File: config.mk
export PLATFORM = sky130hd
export DESIGN_NAME = if_top
export DESIGN_NICKNAME = d
export VERILOG_FILES = /design/src/if_cpu_pkg.sv /design/src/if_axi_pkg.sv /design/src/if_axi_rd_master.sv /design/src/if_fetch_buf.sv /design/src/if_fetch_ctrl.sv /design/src/if_imem_slave.sv /design/src/if_pc_gen.sv /design/src/if_top.sv
export SDC_FILE = /design/constraint.sdc
export NUM_CORES = 1
export LEC_CHECK = 0
export BUFFER_PORTS_ARGS = -buffer_cell sky130_fd_sc_hd__buf_2
export CORE_ASPECT_RATIO = 1.25
export CORE_MARGIN = 2
export CORE_UTILIZATION = 25
export CTS_CLUSTER_DIAMETER = 60
export DETAILED_ROUTE_END_ITERATION = 10
export GPL_TIMING_DRIVEN = 1
export MAX_ROUTING_LAYER = met4
export PLACE_DENSITY_LB_ADDON = 0.08
export SYNTH_ARGS = -nofsm -noshare
export SYNTH_HDL_FRONTEND = slang
export SYNTH_SLANG_ARGS = --single-unit
File: constraint.sdc
create_clock -name clk -period 2.3 [get_ports clk]
set_clock_uncertainty 0.1 [all_clocks]
set_input_delay 0.46 -clock clk [delete_from_list [all_inputs] [get_ports clk]]
set_output_delay 0.46 -clock clk [all_outputs]
set_load 0.01 [all_outputs]
File: src/imem.hex
// one 64-bit word per line, from IMEM_BASE upward
// upper 8 digits: inst at offset +4, lower 8 digits: inst at offset +0
0020011300100093
0040021300300193
00310233002081b3
40208333004182b3
0020f3b30020e333
00209433001123b3
0020d4b30020c433
00a0051340208533
00c0061300b00593
00e0071300d00693
0ff7f79300f00793
00179813fff00813
0017d8930017f893
00002a0301000a37
008a2a2300ca2a83
00000b1301ca0b13
fe0b1ee300100b93
001b0b1300cb8bb3
00008067fe9ff0ef
00000c1300100c93
001c0c13019c5463
00000d1300a00d13
00100073000d8d93
0000006f00000013

File: src/if_cpu_pkg.sv
package if_cpu_pkg;

  // core side address and instruction widths
  localparam int PC_W   = 64;
  localparam int INST_W = 32;

  // addi x0, x0, 0
  localparam logic [INST_W-1:0] NOP_INST = 32'h0000_0013;

  // first fetch address out of reset
  localparam logic [PC_W-1:0] RESET_PC = 64'h0000_0000_8000_0000;

  // fetch control states
  typedef enum logic [1:0] {
    IDLE = 2'b00,
    REQ  = 2'b01,
    WAIT = 2'b10,
    HOLD = 2'b11
  } fetch_state_e;

  // redirect pulse from jump, branch or jalr
  typedef struct packed {
    logic            valid;
    logic [PC_W-1:0] target;
  } if_redirect_t;

  // instruction handed to decode
  typedef struct packed {
    logic              valid;
    logic              err;
    logic [PC_W-1:0]   pc;
    logic [INST_W-1:0] inst;
  } if_fetch_t;

endpackage

File: src/if_axi_pkg.sv
package if_axi_pkg;

  // read channel widths
  localparam int AXI_ADDR_W = 64;
  localparam int AXI_DATA_W = 64;

  // instruction memory geometry, one 64-bit word per entry
  localparam int IMEM_WORDS = 24;
  localparam logic [AXI_ADDR_W-1:0] IMEM_BASE  = if_cpu_pkg::RESET_PC;
  localparam logic [AXI_ADDR_W-1:0] IMEM_BYTES = AXI_ADDR_W'(8 * IMEM_WORDS);
  localparam int IMEM_IDX_W = $clog2(IMEM_WORDS);

  // cycles from AR accept to R valid
  localparam int IMEM_LAT   = 2;
  localparam int IMEM_CNT_W = $clog2(IMEM_LAT + 1);

  typedef enum logic [1:0] {
    OKAY   = 2'b00,
    SLVERR = 2'b10
  } axi_resp_e;

  // read address channel, ready runs the other way
  typedef struct packed {
    logic                  valid;
    logic [AXI_ADDR_W-1:0] addr;
  } axi_ar_t;

  // read data channel, single beat
  typedef struct packed {
    logic                  valid;
    logic [AXI_DATA_W-1:0] data;
    axi_resp_e             resp;
    logic                  last;
  } axi_r_t;

endpackage

File: src/if_axi_rd_master.sv
`timescale 1ns/1ps

module if_axi_rd_master
  import if_axi_pkg::*;
(
  input  logic                  clk,
  input  logic                  rst_n,
  input  logic                  req_i,
  input  logic [AXI_ADDR_W-1:0] addr_i,
  output axi_ar_t               ar_o,
  input  logic                  ar_ready_i,
  input  axi_r_t                r_i,
  output logic                  r_ready_o,
  output logic                  rd_done_o,
  output logic [AXI_DATA_W-1:0] rd_data_o,
  output axi_resp_e             rd_resp_o
);

  // AR raised, not yet accepted
  logic ar_pend_q;
  // AR accepted, waiting for the single R beat
  logic r_pend_q;
  logic [AXI_ADDR_W-1:0] addr_q;

  logic ar_fire;
  logic r_fire;
  logic idle;

  assign idle    = !ar_pend_q && !r_pend_q;
  assign ar_fire = ar_pend_q && ar_ready_i;
  assign r_fire  = r_pend_q && r_i.valid;

  always_ff @(posedge clk or negedge rst_n) begin
    if (!rst_n) begin
      ar_pend_q <= 1'b0;
      r_pend_q  <= 1'b0;
    end else begin
      if (req_i && idle) begin
        ar_pend_q <= 1'b1;
      end else if (ar_fire) begin
        ar_pend_q <= 1'b0;
      end
      if (ar_fire) begin
        r_pend_q <= 1'b1;
      end else if (r_fire) begin
        r_pend_q <= 1'b0;
      end
    end
  end

  // doubleword aligned, held stable while valid is up
  always_ff @(posedge clk) begin
    if (req_i && idle) begin
      addr_q <= {addr_i[AXI_ADDR_W-1:3], 3'b000};
    end
  end

  assign ar_o.valid = ar_pend_q;
  assign ar_o.addr  = addr_q;

  // ready for the whole response window
  assign r_ready_o = r_pend_q;

  // beat passed straight through in the accept cycle
  assign rd_done_o = r_fire;
  assign rd_data_o = r_i.data;
  assign rd_resp_o = r_i.resp;

endmodule

File: src/if_fetch_buf.sv
`timescale 1ns/1ps

module if_fetch_buf
  import if_cpu_pkg::*;
  import if_axi_pkg::*;
(
  input  logic                  clk,
  input  logic                  rst_n,
  input  logic                  rd_done_i,
  input  logic [AXI_DATA_W-1:0] rd_data_i,
  input  axi_resp_e             rd_resp_i,
  input  logic                  drop_i,
  input  logic                  stall_i,
  input  logic [PC_W-1:0]       fetch_pc_i,
  output if_fetch_t             fetch_o
);

  // instruction waiting to be presented
  logic                  pend_q;
  logic                  err_q;
  logic [AXI_DATA_W-1:0] beat_q;

  logic              out_valid;
  logic [INST_W-1:0] half;

  always_ff @(posedge clk or negedge rst_n) begin
    if (!rst_n) begin
      pend_q <= 1'b0;
      err_q  <= 1'b0;
    end else if (drop_i) begin
      // squashed beat, or a held inst younger than the redirect
      pend_q <= 1'b0;
    end else if (rd_done_i) begin
      pend_q <= 1'b1;
      err_q  <= (rd_resp_i != OKAY);
    end else if (out_valid) begin
      pend_q <= 1'b0;
    end
  end

  always_ff @(posedge clk) begin
    if (rd_done_i && !drop_i) begin
      beat_q <= rd_data_i;
    end
  end

  // bit 2 picks the upper instruction of the doubleword
  assign half = fetch_pc_i[2] ? beat_q[63:32] : beat_q[31:0];

  // one valid cycle, the first one without stall
  assign out_valid = pend_q && !stall_i && !drop_i;

  always_comb begin
    fetch_o.valid = out_valid;
    fetch_o.err   = out_valid && err_q;
    fetch_o.pc    = fetch_pc_i;
    fetch_o.inst  = (out_valid && !err_q) ? half : NOP_INST;
  end

endmodule

File: src/if_fetch_ctrl.sv
`timescale 1ns/1ps

module if_fetch_ctrl
  import if_cpu_pkg::*;
(
  input  logic         clk,
  input  logic         rst_n,
  input  if_redirect_t redirect_i,
  input  logic         stall_i,
  input  logic         rd_done_i,
  output logic         req_o,
  output logic         pc_adv_o,
  output logic         pc_load_o,
  output logic         drop_o
);

  fetch_state_e state_q;
  fetch_state_e state_d;

  // redirect seen while a read was outstanding
  logic drop_q;
  // returned beat survives any redirect
  logic kept;

  // current or earlier redirect squashes the beat
  assign drop_o = drop_q || redirect_i.valid;
  assign kept   = rd_done_i && !drop_o;

  // no issue under stall
  // no issue in a redirect cycle either, pc still holds the old address
  assign req_o = (state_q == REQ) && !stall_i && !redirect_i.valid;

  // redirect always wins the pc
  assign pc_load_o = redirect_i.valid;

  // one advance per delivered instruction
  assign pc_adv_o = (state_q == WAIT) && kept;

  always_comb begin
    state_d = state_q;
    case (state_q)
      IDLE: begin
        if (!stall_i) begin
          state_d = REQ;
        end
      end
      REQ: begin
        // stays here until the request goes out
        if (req_o) begin
          state_d = WAIT;
        end
      end
      WAIT: begin
        if (rd_done_i) begin
          if (drop_o) begin
            // beat thrown away, refetch from new pc
            state_d = REQ;
          end else if (stall_i) begin
            state_d = HOLD;
          end else begin
            state_d = REQ;
          end
        end
      end
      HOLD: begin
        // buffer presents the held inst in this same cycle
        if (!stall_i) begin
          state_d = REQ;
        end
      end
      default: begin
        state_d = IDLE;
      end
    endcase
  end

  always_ff @(posedge clk or negedge rst_n) begin
    if (!rst_n) begin
      state_q <= IDLE;
    end else begin
      state_q <= state_d;
    end
  end

  // mark the in-flight fetch as squashed until its beat shows up
  always_ff @(posedge clk or negedge rst_n) begin
    if (!rst_n) begin
      drop_q <= 1'b0;
    end else if (rd_done_i) begin
      drop_q <= 1'b0;
    end else if ((state_q == WAIT) && redirect_i.valid) begin
      drop_q <= 1'b1;
    end
  end

endmodule

File: src/if_imem_slave.sv
`timescale 1ns/1ps

module if_imem_slave
  import if_axi_pkg::*;
(
  input  logic    clk,
  input  logic    rst_n,
  input  axi_ar_t ar_i,
  output logic    ar_ready_o,
  output axi_r_t  r_o,
  input  logic    r_ready_i
);

  // instruction image, two instructions per word
  logic [AXI_DATA_W-1:0] mem [IMEM_WORDS];

  initial begin
    $readmemh("/design/src/imem.hex", mem);
  end

  logic                  busy_q;
  logic [IMEM_CNT_W-1:0] cnt_q;
  logic [IMEM_IDX_W-1:0] idx_q;
  logic                  in_range_q;

  logic [AXI_ADDR_W-1:0] offset;
  logic                  in_range;
  logic                  ar_fire;
  logic                  r_fire;

  // decode against the memory window
  assign offset   = ar_i.addr - IMEM_BASE;
  assign in_range = (ar_i.addr >= IMEM_BASE) && (offset < IMEM_BYTES);

  // ready only while idle, one read at a time
  assign ar_ready_o = !busy_q;
  assign ar_fire    = ar_i.valid && ar_ready_o;
  assign r_fire     = r_o.valid && r_ready_i;

  // latency counter down to zero, then beat is up
  always_ff @(posedge clk or negedge rst_n) begin
    if (!rst_n) begin
      busy_q <= 1'b0;
      cnt_q  <= '0;
    end else if (ar_fire) begin
      busy_q <= 1'b1;
      cnt_q  <= IMEM_CNT_W'(IMEM_LAT - 1);
    end else if (r_fire) begin
      busy_q <= 1'b0;
    end else if (busy_q && (cnt_q != '0)) begin
      cnt_q <= cnt_q - 1'b1;
    end
  end

  // captured address decode
  always_ff @(posedge clk) begin
    if (ar_fire) begin
      idx_q      <= offset[IMEM_IDX_W+2:3];
      in_range_q <= in_range;
    end
  end

  // out of range gives zero data and SLVERR
  always_comb begin
    r_o.valid = busy_q && (cnt_q == '0);
    r_o.data  = in_range_q ? mem[idx_q] : '0;
    r_o.resp  = in_range_q ? OKAY : SLVERR;
    r_o.last  = 1'b1;
  end

endmodule

File: src/if_pc_gen.sv
`timescale 1ns/1ps

module if_pc_gen
  import if_cpu_pkg::*;
(
  input  logic            clk,
  input  logic            rst_n,
  input  logic            pc_adv_i,
  input  logic            pc_load_i,
  input  logic [PC_W-1:0] target_i,
  output logic [PC_W-1:0] pc_o,
  output logic [PC_W-1:0] fetch_pc_o
);

  // address of the next fetch
  logic [PC_W-1:0] pc_q;
  // address of the last delivered fetch
  logic [PC_W-1:0] fetch_pc_q;

  // load beats advance
  // no branch prediction, always pc + 4
  always_ff @(posedge clk or negedge rst_n) begin
    if (!rst_n) begin
      pc_q <= RESET_PC;
    end else if (pc_load_i) begin
      pc_q <= target_i;
    end else if (pc_adv_i) begin
      pc_q <= pc_q + PC_W'(4);
    end
  end

  // advance happens on the kept beat, so the old pc is the beat's own address
  always_ff @(posedge clk or negedge rst_n) begin
    if (!rst_n) begin
      fetch_pc_q <= RESET_PC;
    end else if (pc_adv_i) begin
      fetch_pc_q <= pc_q;
    end
  end

  assign pc_o       = pc_q;
  assign fetch_pc_o = fetch_pc_q;

endmodule

File: src/if_top.sv
`timescale 1ns/1ps

module if_top
  import if_cpu_pkg::*;
  import if_axi_pkg::*;
(
  input  logic         clk,
  input  logic         rst_n,
  input  if_redirect_t redirect_i,
  input  logic         stall_i,
  output if_fetch_t    fetch_o
);

  // control to datapath
  logic pc_adv;
  logic pc_load;
  logic req;
  logic drop;

  logic [PC_W-1:0] pc;
  logic [PC_W-1:0] fetch_pc;

  // master to control and buffer
  logic                  rd_done;
  logic [AXI_DATA_W-1:0] rd_data;
  axi_resp_e             rd_resp;

  // internal AXI read channels
  axi_ar_t ar;
  logic    ar_ready;
  axi_r_t  r;
  logic    r_ready;

  if_fetch_ctrl u_fetch_ctrl (
    .clk        (clk),
    .rst_n      (rst_n),
    .redirect_i (redirect_i),
    .stall_i    (stall_i),
    .rd_done_i  (rd_done),
    .req_o      (req),
    .pc_adv_o   (pc_adv),
    .pc_load_o  (pc_load),
    .drop_o     (drop)
  );

  if_pc_gen u_pc_gen (
    .clk        (clk),
    .rst_n      (rst_n),
    .pc_adv_i   (pc_adv),
    .pc_load_i  (pc_load),
    .target_i   (redirect_i.target),
    .pc_o       (pc),
    .fetch_pc_o (fetch_pc)
  );

  if_axi_rd_master u_axi_rd_master (
    .clk        (clk),
    .rst_n      (rst_n),
    .req_i      (req),
    .addr_i     (pc),
    .ar_o       (ar),
    .ar_ready_i (ar_ready),
    .r_i        (r),
    .r_ready_o  (r_ready),
    .rd_done_o  (rd_done),
    .rd_data_o  (rd_data),
    .rd_resp_o  (rd_resp)
  );

  if_imem_slave u_imem_slave (
    .clk        (clk),
    .rst_n      (rst_n),
    .ar_i       (ar),
    .ar_ready_o (ar_ready),
    .r_o        (r),
    .r_ready_i  (r_ready)
  );

  if_fetch_buf u_fetch_buf (
    .clk        (clk),
    .rst_n      (rst_n),
    .rd_done_i  (rd_done),
    .rd_data_i  (rd_data),
    .rd_resp_i  (rd_resp),
    .drop_i     (drop),
    .stall_i    (stall_i),
    .fetch_pc_i (fetch_pc),
    .fetch_o    (fetch_o)
  );

endmodule

* After elaboration in Yosys (flattened, before gate mapping)
Index checks and enable logic that the tools add are counted.
** Word-level totals
- Word-level logic and storage cells :: 85
- Output and inout port bits :: 98
- Memories :: 0
- RAM bits :: 0
- Latch bits :: 0
- Register bits :: 263
- ROM bits :: 0
** Operators by class
- $mul :: 0
- Div/mod/pow operators :: 0
- Shift operators :: 0
- Add/sub/neg operators :: 3
- Bitwise operators :: 1
- Multiplexer cells :: 23
- Reductions and logical operators :: 37
- Equal/unequal tests :: 7
- Order comparisons :: 2
** Operators by type and width (count)
- 64-bit 2-to-1 mux :: 2
- 64-bit by 3-bit adder with 64-bit output (second input constant) :: 1
- 64-bit by 32-bit >= comparator with 1-bit output (second input constant) :: 1
- 64-bit by 8-bit less-than comparator with 1-bit output (second input constant) :: 1
- 32-bit 2-to-1 mux :: 2
- 64-bit by 32-bit subtractor with 64-bit output (second input constant) :: 1
- 2-bit 2-to-1 mux :: 9
- 1-bit logical AND :: 16
- 2-bit nonzero test :: 7
- 1-bit 2-to-1 mux :: 9
- 1-bit logical NOT :: 6
- 2-bit one-hot mux with 3 select lines :: 1
- 2-bit == test (second input constant) :: 2
- 2-bit logical NOT :: 2
- 2-bit by 1-bit inequality test with 1-bit output (second input constant) :: 2
- 2-bit inequality test (second input constant) :: 2
- 2-bit AND reduction :: 2
- 3-bit AND reduction :: 1
- 3-bit nonzero test :: 1
- 2-bit by 1-bit == test with 1-bit output (second input constant) :: 1
- 2-bit OR reduction :: 1
- 2-bit by 1-bit subtractor with 2-bit output (second input constant) :: 1
- 1-bit logical OR :: 1
- 1-bit NOT :: 1

* Depth between registers and ports, before layout
Gate-level depths: netlist of run 1.
- Depth after elaboration :: 7
- Depth in mapped cells :: 9

* Cells and area by module
A second synthesis of run 1 with hierarchy kept.
** Second synthesis, totals
- Cell total of the unflattened synthesis :: 1138
- Area total of the unflattened synthesis :: 13215.2 um2
** By module, submodules not included
- if_pc_gen :: sequential area each 3205.6 um2, times used 1, area each 6327.3 um2, cells each 602
- if_fetch_buf :: sequential area each 1971.9 um2, times used 1, area each 3010.4 um2, cells each 211
- if_axi_rd_master :: sequential area each 1881.8 um2, times used 1, area each 2454.9 um2, cells each 141
- if_imem_slave :: sequential area each 105.1 um2, times used 1, area each 1211.2 um2, cells each 160
- if_fetch_ctrl :: sequential area each 75.1 um2, times used 1, area each 211.5 um2, cells each 24

* Least setup slack after synthesis of run 1
No wires, ideal clock.
- Path kind :: flip-flop to flip-flop
- From :: reg u_axi_rd_master.r_pend_q (netlist: u_axi_rd_master.r_ready_o)
- To :: reg u_axi_rd_master.addr_q[10], enable pin
- Stages on the path, launching flop included :: 4
- Path buffers :: 1
- Clock period less this slack :: 2.587 ns
- Required time :: 1.777 ns
- Setup time :: 0.423 ns
- Setup slack :: -0.287 ns
- Data arrival time :: 2.064 ns
- Cells stage by stage :: dfrtp_1 buf_2 nor2_1 and3_1
** Between the ends
- Longest elaborated chain between the ends :: 3
** RTL lines
- start, declared :: line if_axi_rd_master.sv:22 : logic r_pend_q;
- start signal, assigned :: line if_axi_rd_master.sv:36 : r_pend_q <= 1'b0;
- start signal, assigned :: line if_axi_rd_master.sv:44 : r_pend_q <= 1'b1;
- start signal, assigned :: line if_axi_rd_master.sv:46 : r_pend_q <= 1'b0;
- 1-bit logical NOT :: line if_axi_rd_master.sv:29 : assign idle = !ar_pend_q && !r_pend_q;
- 1-bit logical AND :: line if_axi_rd_master.sv:29
- 1-bit logical AND :: line if_axi_rd_master.sv:53 : if (req_i && idle) begin
- end signal, assigned :: line if_axi_rd_master.sv:54 : addr_q <= {addr_i[AXI_ADDR_W-1:3], 3'b000};
- end, declared :: line if_axi_rd_master.sv:23 : logic [AXI_ADDR_W-1:0] addr_q;
No other way between the ends.
A chain may end at the register's enable or synchronous reset.

* Worst setup path after layout of run 1
- From :: reg u_axi_rd_master.addr_q[33]
- To :: reg u_imem_slave.in_range_q (data pin)
** Between the ends
- Longest elaborated chain between the ends :: 3
- Elaborated cells on any way between the ends :: 4
- Classes of those cells :: 1 x add/sub; 2 x order compare; 1 x reduce/logical
** RTL lines
- 64-bit by 32-bit subtractor with 64-bit output :: line if_imem_slave.sv:32 : assign offset = ar_i.addr - IMEM_BASE;
- 64-bit by 8-bit less-than comparator with 1-bit output :: line if_imem_slave.sv:33 : assign in_range = (ar_i.addr >= IMEM_BASE) && (offset < IMEM_BYTES);
- 1-bit logical AND * :: line if_imem_slave.sv:33
- net u_imem_slave.in_range :: line if_imem_slave.sv:27 : logic in_range;
- end signal, assigned :: line if_imem_slave.sv:59 : in_range_q <= in_range;
- end, declared :: line if_imem_slave.sv:24 : logic in_range_q;
Mark *: on every way through the listed nets, which the timed path passes. The rest lies on a longest branch.

==> impl_metrics.tcl, run 1 <==
set metrics [dict create \
    synth_compound_area_share_pct 11.2 \
    design_area_mm2 0.0121 \
    violations "setup timing" \
    cts_root_buf "clkbuf_16" \
    path_class "flop to flop" \
    status "complete, but fails checks" \
    grt-ovfl-total 0 \
    antenna_left 0 \
    seq_area_frac_synth_pct 57.5 \
    layoutNonFillerInstCount 1669 \
    yosys.area.top_type_share_pct 37.3 \
    avgSynthCellArea_um2 9.92 \
    worst_pin_slew_ps 502 \
    drive_gt1_share_pct 31.9 \
    fp.dieW_um 174 \
    muxShareOfSynthArea_pct 0.816 \
    synth_cells 912 \
    worstPathMaxFanout 6 \
    final-setup-viol-count 1 \
    dp_cells 1625 \
    power_density_mw_per_mm2 614 \
    synthAdderAreaFrac_pct 0.691 \
    pin_count 166 \
    htreeDepth 4 \
    fin_crit_sh_pct 100 \
    vias 7799 \
    slew_violations 0 \
    tritoncts "yes" \
    synth_seq_cells 196 \
    rsz0062_at_grt "true" \
    wl_per_cell_um 18.1 \
    fmax_ghz 0.433 \
    p_leak_nw 5.51 \
    end_kind "flop" \
    clk_pin_slew_ps 80 \
    grt_usage_pct 16.8 \
    cp.required_ps 2480 \
    rows 77 \
    via_per_inst 4.67 \
    postLayoutCoreUtil_pct 34.0 \
    yosys.cell_count.top_type "nand2_1" \
    synth.area.top_cells "dfrtp_1, edfxtp_1, nand2_1" \
    place.gp.congestion 0.793 \
    yosys.area_share.simple_pct 24.6 \
    die-area_mm2 0.0378 \
    clk_latency_ps 460 \
    grt_start_max_net_pins 54 \
    synth_ff_type "dfrtp_1" \
    dpl.hpwl_um 22200 \
    start_kind "flop" \
    worstPathArrival_ps 2490 \
    fin_ws_ps -10.7 \
    syn-cell-area_mm2 0.00905 \
    io_buffers 136 \
    grt_antenna_before_repair 0 \
    synth_cell_types 66 \
    initial_core_util_pct 25.5 \
    cts_max_path_buffers 2 \
    hold_path.class "primary input to flop" \
    regArea_mm2 0.00520 \
    synthXorXnorAreaFrac_pct 0.194 \
    cts_made_buffers 17 \
    die_height_um 217 \
    synth_top_family_by_area "simple AND/OR/NAND/NOR gates" \
    clock-sinks 196 \
    area_growth_pct 33.5 \
    core_area_mm2 0.0356 \
    n_antenna_cell 0 \
    synthTopCellsByCount "nand2_1, dfrtp_1, edfxtp_1, nand3_1, o211ai_1" \
    layout_min_cycle_time_ps 2310 \
    synth-edff-count 59 \
    routed_wl_um 30100 \
    drv_cap 0 \
    drc_errors 0 \
    grt_pass1_wl_um 47000 \
    async_reset_ff_share_pct 69.9 \
    finalNetCount 1255 \
    slew_headroom_pct 66.4 \
    yosysTopAreaCell "dfrtp_1" \
    dr.first_iter.drc_count 366 \
    grt_pass1_vias 7961 \
    placed_area_mm2 0.0112 \
    hold_violations 0 \
    ir_drop_mv 0.363 \
    yosysWarnings 0 \
    first_pass_iters 5 \
    multi_input_area_mm2 0.00372 \
    fillers 3738 \
]
[stage by stage]
| stage | worst slack, ps | hold slack, ps | power [mW] | TNS [ps] |
|---|---|---|---|---|
| 2_1_floorplan | -4.23 | 64.4 | 4.14 | -4.23 |
| 3_3_place_gp | -163 | 335 | 4.55 | -1660 |
| 3_5_place_dp | -189 | 334 | 4.56 | -1700 |
| 4_1_cts | -67.9 | 74.5 | 7.53 | -120 |
| 5_1_grt | -119 | 89.4 | 7.73 | -694 |
| 6_report | -10.7 | 95.4 | 7.42 | -10.7 |
[flip-flops by register name (all words and copies together) (netlist names)]
name                       count
u_fetch_buf.err_q              1
u_pc_gen.fetch_pc_o           64
u_pc_gen.pc_o                 64
u_fetch_buf.pend_q             1
u_axi_rd_master.r_ready_o      1
u_imem_slave.cnt_q             2
u_axi_rd_master.addr_q        58
u_fetch_ctrl.state_q           2
u_fetch_ctrl.drop_q            1
u_imem_slave.in_range_q        1
u_axi_rd_master.ar_pend_q      1
[routing by layer]
layer  track usage, %  share of wire (%)
met1             20.8                 45
met3             1.92                2.4
met2             28.6                 51
met5                -                  0
met4             5.80                1.8
[worst max-delay path, cell delays in order (launching register included)]
cell and delay [ps]:
edfxtp_1 420, buf_6 160, or4_4 540, nor4b_1 270, o211ai_1 110, nand2_1 80, nand4_1 130, nor4_2 310
[power breakdown]
part | leakage [nW] | switching, mW | internal (mW)
clock network | 0.275 | 1.45 | 1.47
registers | 2.30 | 0.0802 | 3.71
logic | 2.93 | 0.411 | 0.292
total | 5.51 | 1.94 | 5.47
[path summary, 6_finish.rpt]
check	start	to	slack [ps]	depth (start not counted)
min in group asynchronous	rst_n	u_pc_gen.fetch_pc_o[14]$_DFFE_PN0P_	410	2
max in group asynchronous	rst_n	u_fetch_ctrl.drop_q$_DFFE_PN0P_	1060	3
worst min register to register	u_pc_gen.fetch_pc_o[49]$_DFFE_PN0P_	u_pc_gen.fetch_pc_o[49]$_DFFE_PN0P_	370	2
worst max-delay path	u_axi_rd_master.addr_q[33]$_DFFE_PP_	u_imem_slave.in_range_q$_DFFE_PP_	-10	7
worst max register to register	u_axi_rd_master.addr_q[33]$_DFFE_PP_	u_imem_slave.in_range_q$_DFFE_PP_	-10	7
worst min-delay path	redirect_i[4]	u_pc_gen.pc_o[4]$_DFFE_PN0N_	100	3
[logic make-up (layout without fill, tap and decap cells)]
group / after synthesis / in the layout
simple gates: 480 / 480
flops: 196 / 196
compound gates: 136 / 136
buf+inv: 85 / 340
mux: 7 / 7
fa+ha+maj: 5 / 5
xor+xnor: 2 / 2
other cells: 1 / 29
[placed cells by master (no fill, tap or decap), types with 4 or more instances in the layout]
cell type	n
o21ai_0	20
and3_1	9
or3_1	8
nor4_1	8
nor3_2	6
nor4_2	4
mux2i_1	4
a21oi_1	13
o211ai_1	34
nand3_1	40
nor3_1	10
buf_2	135
buf_6	7
nor3b_1	4
or4_1	5
dfrtp_1	133
buf_12	5
clkbuf_16	18
nand3_2	6
nand4_1	23
inv_1	12
a221o_1	8
buf_4	146
nor2_1	24
nand2_1	291
o311ai_1	9
o311ai_0	20
conb_1	29
edfxtp_1	59
inv_6	4
[final cells by class]
class | count | share of cell area (%)
well taps | 474 | 4.91
clock buffers | 21 | 3.82
multi-input cells | 659 | 30.8
flip-flops and latches | 196 | 43.1
inverters | 14 | 0.435
repair buffers | 294 | 16.2
clock inverters | 11 | 0.725
[timing repair]
action,4_1_cts,5_1_grt
gates resized for setup,27,32
setup buffers,8,5
endpoints found under the setup margin,32,33
endpoints found under the hold margin,37,0
pin swaps,14,16
hold buffers,1,0
Note: power is estimated with default switching activity, not from simulation.
==> run 2: changes to the inputs <==
Settings changed: ABC_AREA set to 0, CORE_UTILIZATION 25 to 50.
==> impl_metrics.tcl, run 2 (synthesis results as in run 1) <==
set metrics [dict create \
    fin_ws_ps -7.69 \
    sw_frac_of_total_pct 23.8 \
    grt_start_max_net_pins 88 \
    layoutNonFillerInstCount 1388 \
    internal-power_mw 5.60 \
    power_density_mw_per_mm2 636 \
    worstPathMaxFanout 4 \
    postLayoutCoreUtil_pct 64.6 \
    start_kind "flop" \
    vias 7767 \
    area_growth_pct 27.6 \
    first_pass_iters 5 \
    drv_cap 0 \
    pin_count 166 \
    io_buffers 136 \
    rows 55 \
    grt_usage_pct 26.4 \
    dp_cells 1348 \
    routed_wl_um 24500 \
    cp.required_ps 2570 \
    path_class "flop to flop" \
    fillers 1558 \
    die_height_um 154 \
    finalNetCount 1220 \
    initial_core_util_pct 50.6 \
    worst_pin_slew_ps 538 \
    grt_antenna_before_repair 0 \
    htreeDepth 4 \
    dpl.hpwl_um 17400 \
    cts_max_path_buffers 2 \
    p_leak_nw 5.38 \
    cts_root_buf "clkbuf_16" \
    fp.dieW_um 124 \
    clk_pin_slew_ps 70 \
    switchingPower_mw 1.75 \
    slew_violations 0 \
    n_antenna_cell 0 \
    critPathBufInv 1 \
    cp_cell_sequence "inv_1 -> ha_2 -> nand3_4 -> nor3_4 -> nand3_2 -> or4_4 -> or4_1 -> nand3_1" \
    fmax_ghz 0.433 \
    seqPwrFrac_pct 52.0 \
    antenna_left 0 \
    ir_drop_mv 0.467 \
    wl_per_cell_um 17.6 \
    final-setup-viol-count 2 \
    worstPathArrival_ps 2580 \
    drc_errors 0 \
    final_cell_mix "nand2_1, buf_2, dfrtp_1" \
    share_comb_of_total_power_pct 7.9 \
    grt_pass1_vias 7502 \
    place.gp.congestion 0.928 \
    violations "setup timing" \
    cts_made_buffers 17 \
    hold_path.class "primary input to flop" \
    tritoncts "yes" \
    clk_latency_ps 430 \
    status "complete, but fails checks" \
    critPathMaxStageDelay_ps 480 \
    hold_violations 0 \
    core_area_mm2 0.0179 \
    dr.first_iter.drc_count 559 \
    end_kind "flop" \
    rsz0062_at_grt "true" \
    slew_headroom_pct 64.0 \
    crit_slowest_cell "or4_1" \
    via_per_inst 5.60 \
    grt_pass1_wl_um 39200 \
    drive_gt1_share_pct 29.4 \
    fin_crit_sh_pct 100 \
    layout_min_cycle_time_ps 2310 \
    critical_path.top_delay_family "simple AND/OR/NAND/NOR gates" \
    grt-ovfl-total 0 \
    p_clk_share_pct 40.1 \
    clock-sinks 196 \
    mostFrequentLayoutCell "nand2_1" \
    die-area_mm2 0.0192 \
]
## run 2: changes by cell type in the layout (fill, tap and decap cells not counted), moves of 3 or more
cell	previous run	this run
inv_4	3	0
o311ai_0	20	15
nor2_1	24	27
clkbuf_8	0	3
o311ai_1	9	16
nor2_2	3	0
nor3_2	6	3
buf_4	146	110
## run 2: repair_timing
item / in CTS / in global routing
pin swaps: 1 / 20
buffers inserted: 0 / 7
endpoints found under the hold margin: 41 / 0
cloned: 0 / 0
hold buffers: 1 / 0
endpoints found under the setup margin: 20 / 43
resized for setup: 12 / 49
## run 2: path summary, 6_finish.rpt
kind | end | from | cells after the start | slack [ps]
min in group asynchronous | u_pc_gen.fetch_pc_o[49]$_DFFE_PN0P_ | rst_n | 2 | 420
min | u_pc_gen.pc_o[55]$_DFFE_PN0N_ | redirect_i[55] | 3 | 130
min reg2reg | u_pc_gen.fetch_pc_o[31]$_DFFE_PN1P_ | u_pc_gen.fetch_pc_o[31]$_DFFE_PN1P_ | 2 | 360
max reg2reg | u_pc_gen.pc_o[33]$_DFFE_PN0N_ | u_fetch_ctrl.state_q[0]$_DFFE_PN0P_ | 8 | -8
max in group asynchronous | u_pc_gen.pc_o[31]$_DFFE_PN1N_ | rst_n | 3 | 990
max | u_pc_gen.pc_o[33]$_DFFE_PN0N_ | u_fetch_ctrl.state_q[0]$_DFFE_PN0P_ | 8 | -8
## run 2: metrics by stage
| step | TNS (ps) | setup slack (ps) | power (mW) | instance area, µm² | hold slack [ps] |
|---|---|---|---|---|---|
| floorplan | -4.23 | -4.23 | 4.14 | 9170 | 64.4 |
| global placement | -210 | -178 | 4.45 | 10700 | 326 |
| detailed placement | -286 | -139 | 4.45 | 10700 | 327 |
| CTS | -3.76 | -3.76 | 7.37 | 11300 | 126 |
| global route | -1690 | -159 | 7.62 | 11600 | 130 |
| finish | -9.69 | -7.69 | 7.35 | 11600 | 132 |
## run 2: worst min-delay path: cells and delay by family
| kind | cells | cell delay [ps] |
|---|---|---|
| and+or+nand+nor | 2 | 100 |
| buffers and inverters | 1 | 80 |
## run 2: area by class of cell
| type | count | area [µm²] | area share [%] |
|---|---|---|---|
| Inverter | 14 | 52.6 | 0.455 |
| Timing Repair Buffer | 259 | 1720 | 14.9 |
| Multi-Input combinational cell | 659 | 3700 | 32.0 |
| Tap cell | 228 | 285 | 2.47 |
| Sequential cell | 196 | 5210 | 45.1 |
| Clock buffer | 22 | 495 | 4.29 |
| Clock inverter | 10 | 93.8 | 0.812 |
## run 2: metal layers
| metal | track usage, % | up-vias | part of all wire (%) | wire length [µm] |
|---|---|---|---|---|
| li1 | - | 3698 | - | - |
| met1 | 33.7 | 3782 | 44 | 10700 |
| met2 | 43.5 | 250 | 50 | 12300 |
| met3 | 3.84 | 37 | 4.2 | 1040 |
| met4 | 8.94 | 0 | 1.9 | 476 |
| met5 | - | - | 0 | 0 |
## run 2: power by group through the flow
stage / Sequential, mW / Combinational (mW) / Clock, mW
floorplan: 3.88 / 0.264 / 0
global placement: 3.88 / 0.563 / 0
detailed placement: 3.88 / 0.568 / 0
CTS: 3.82 / 0.573 / 2.98
global route: 3.83 / 0.646 / 3.14
finish: 3.82 / 0.583 / 2.94
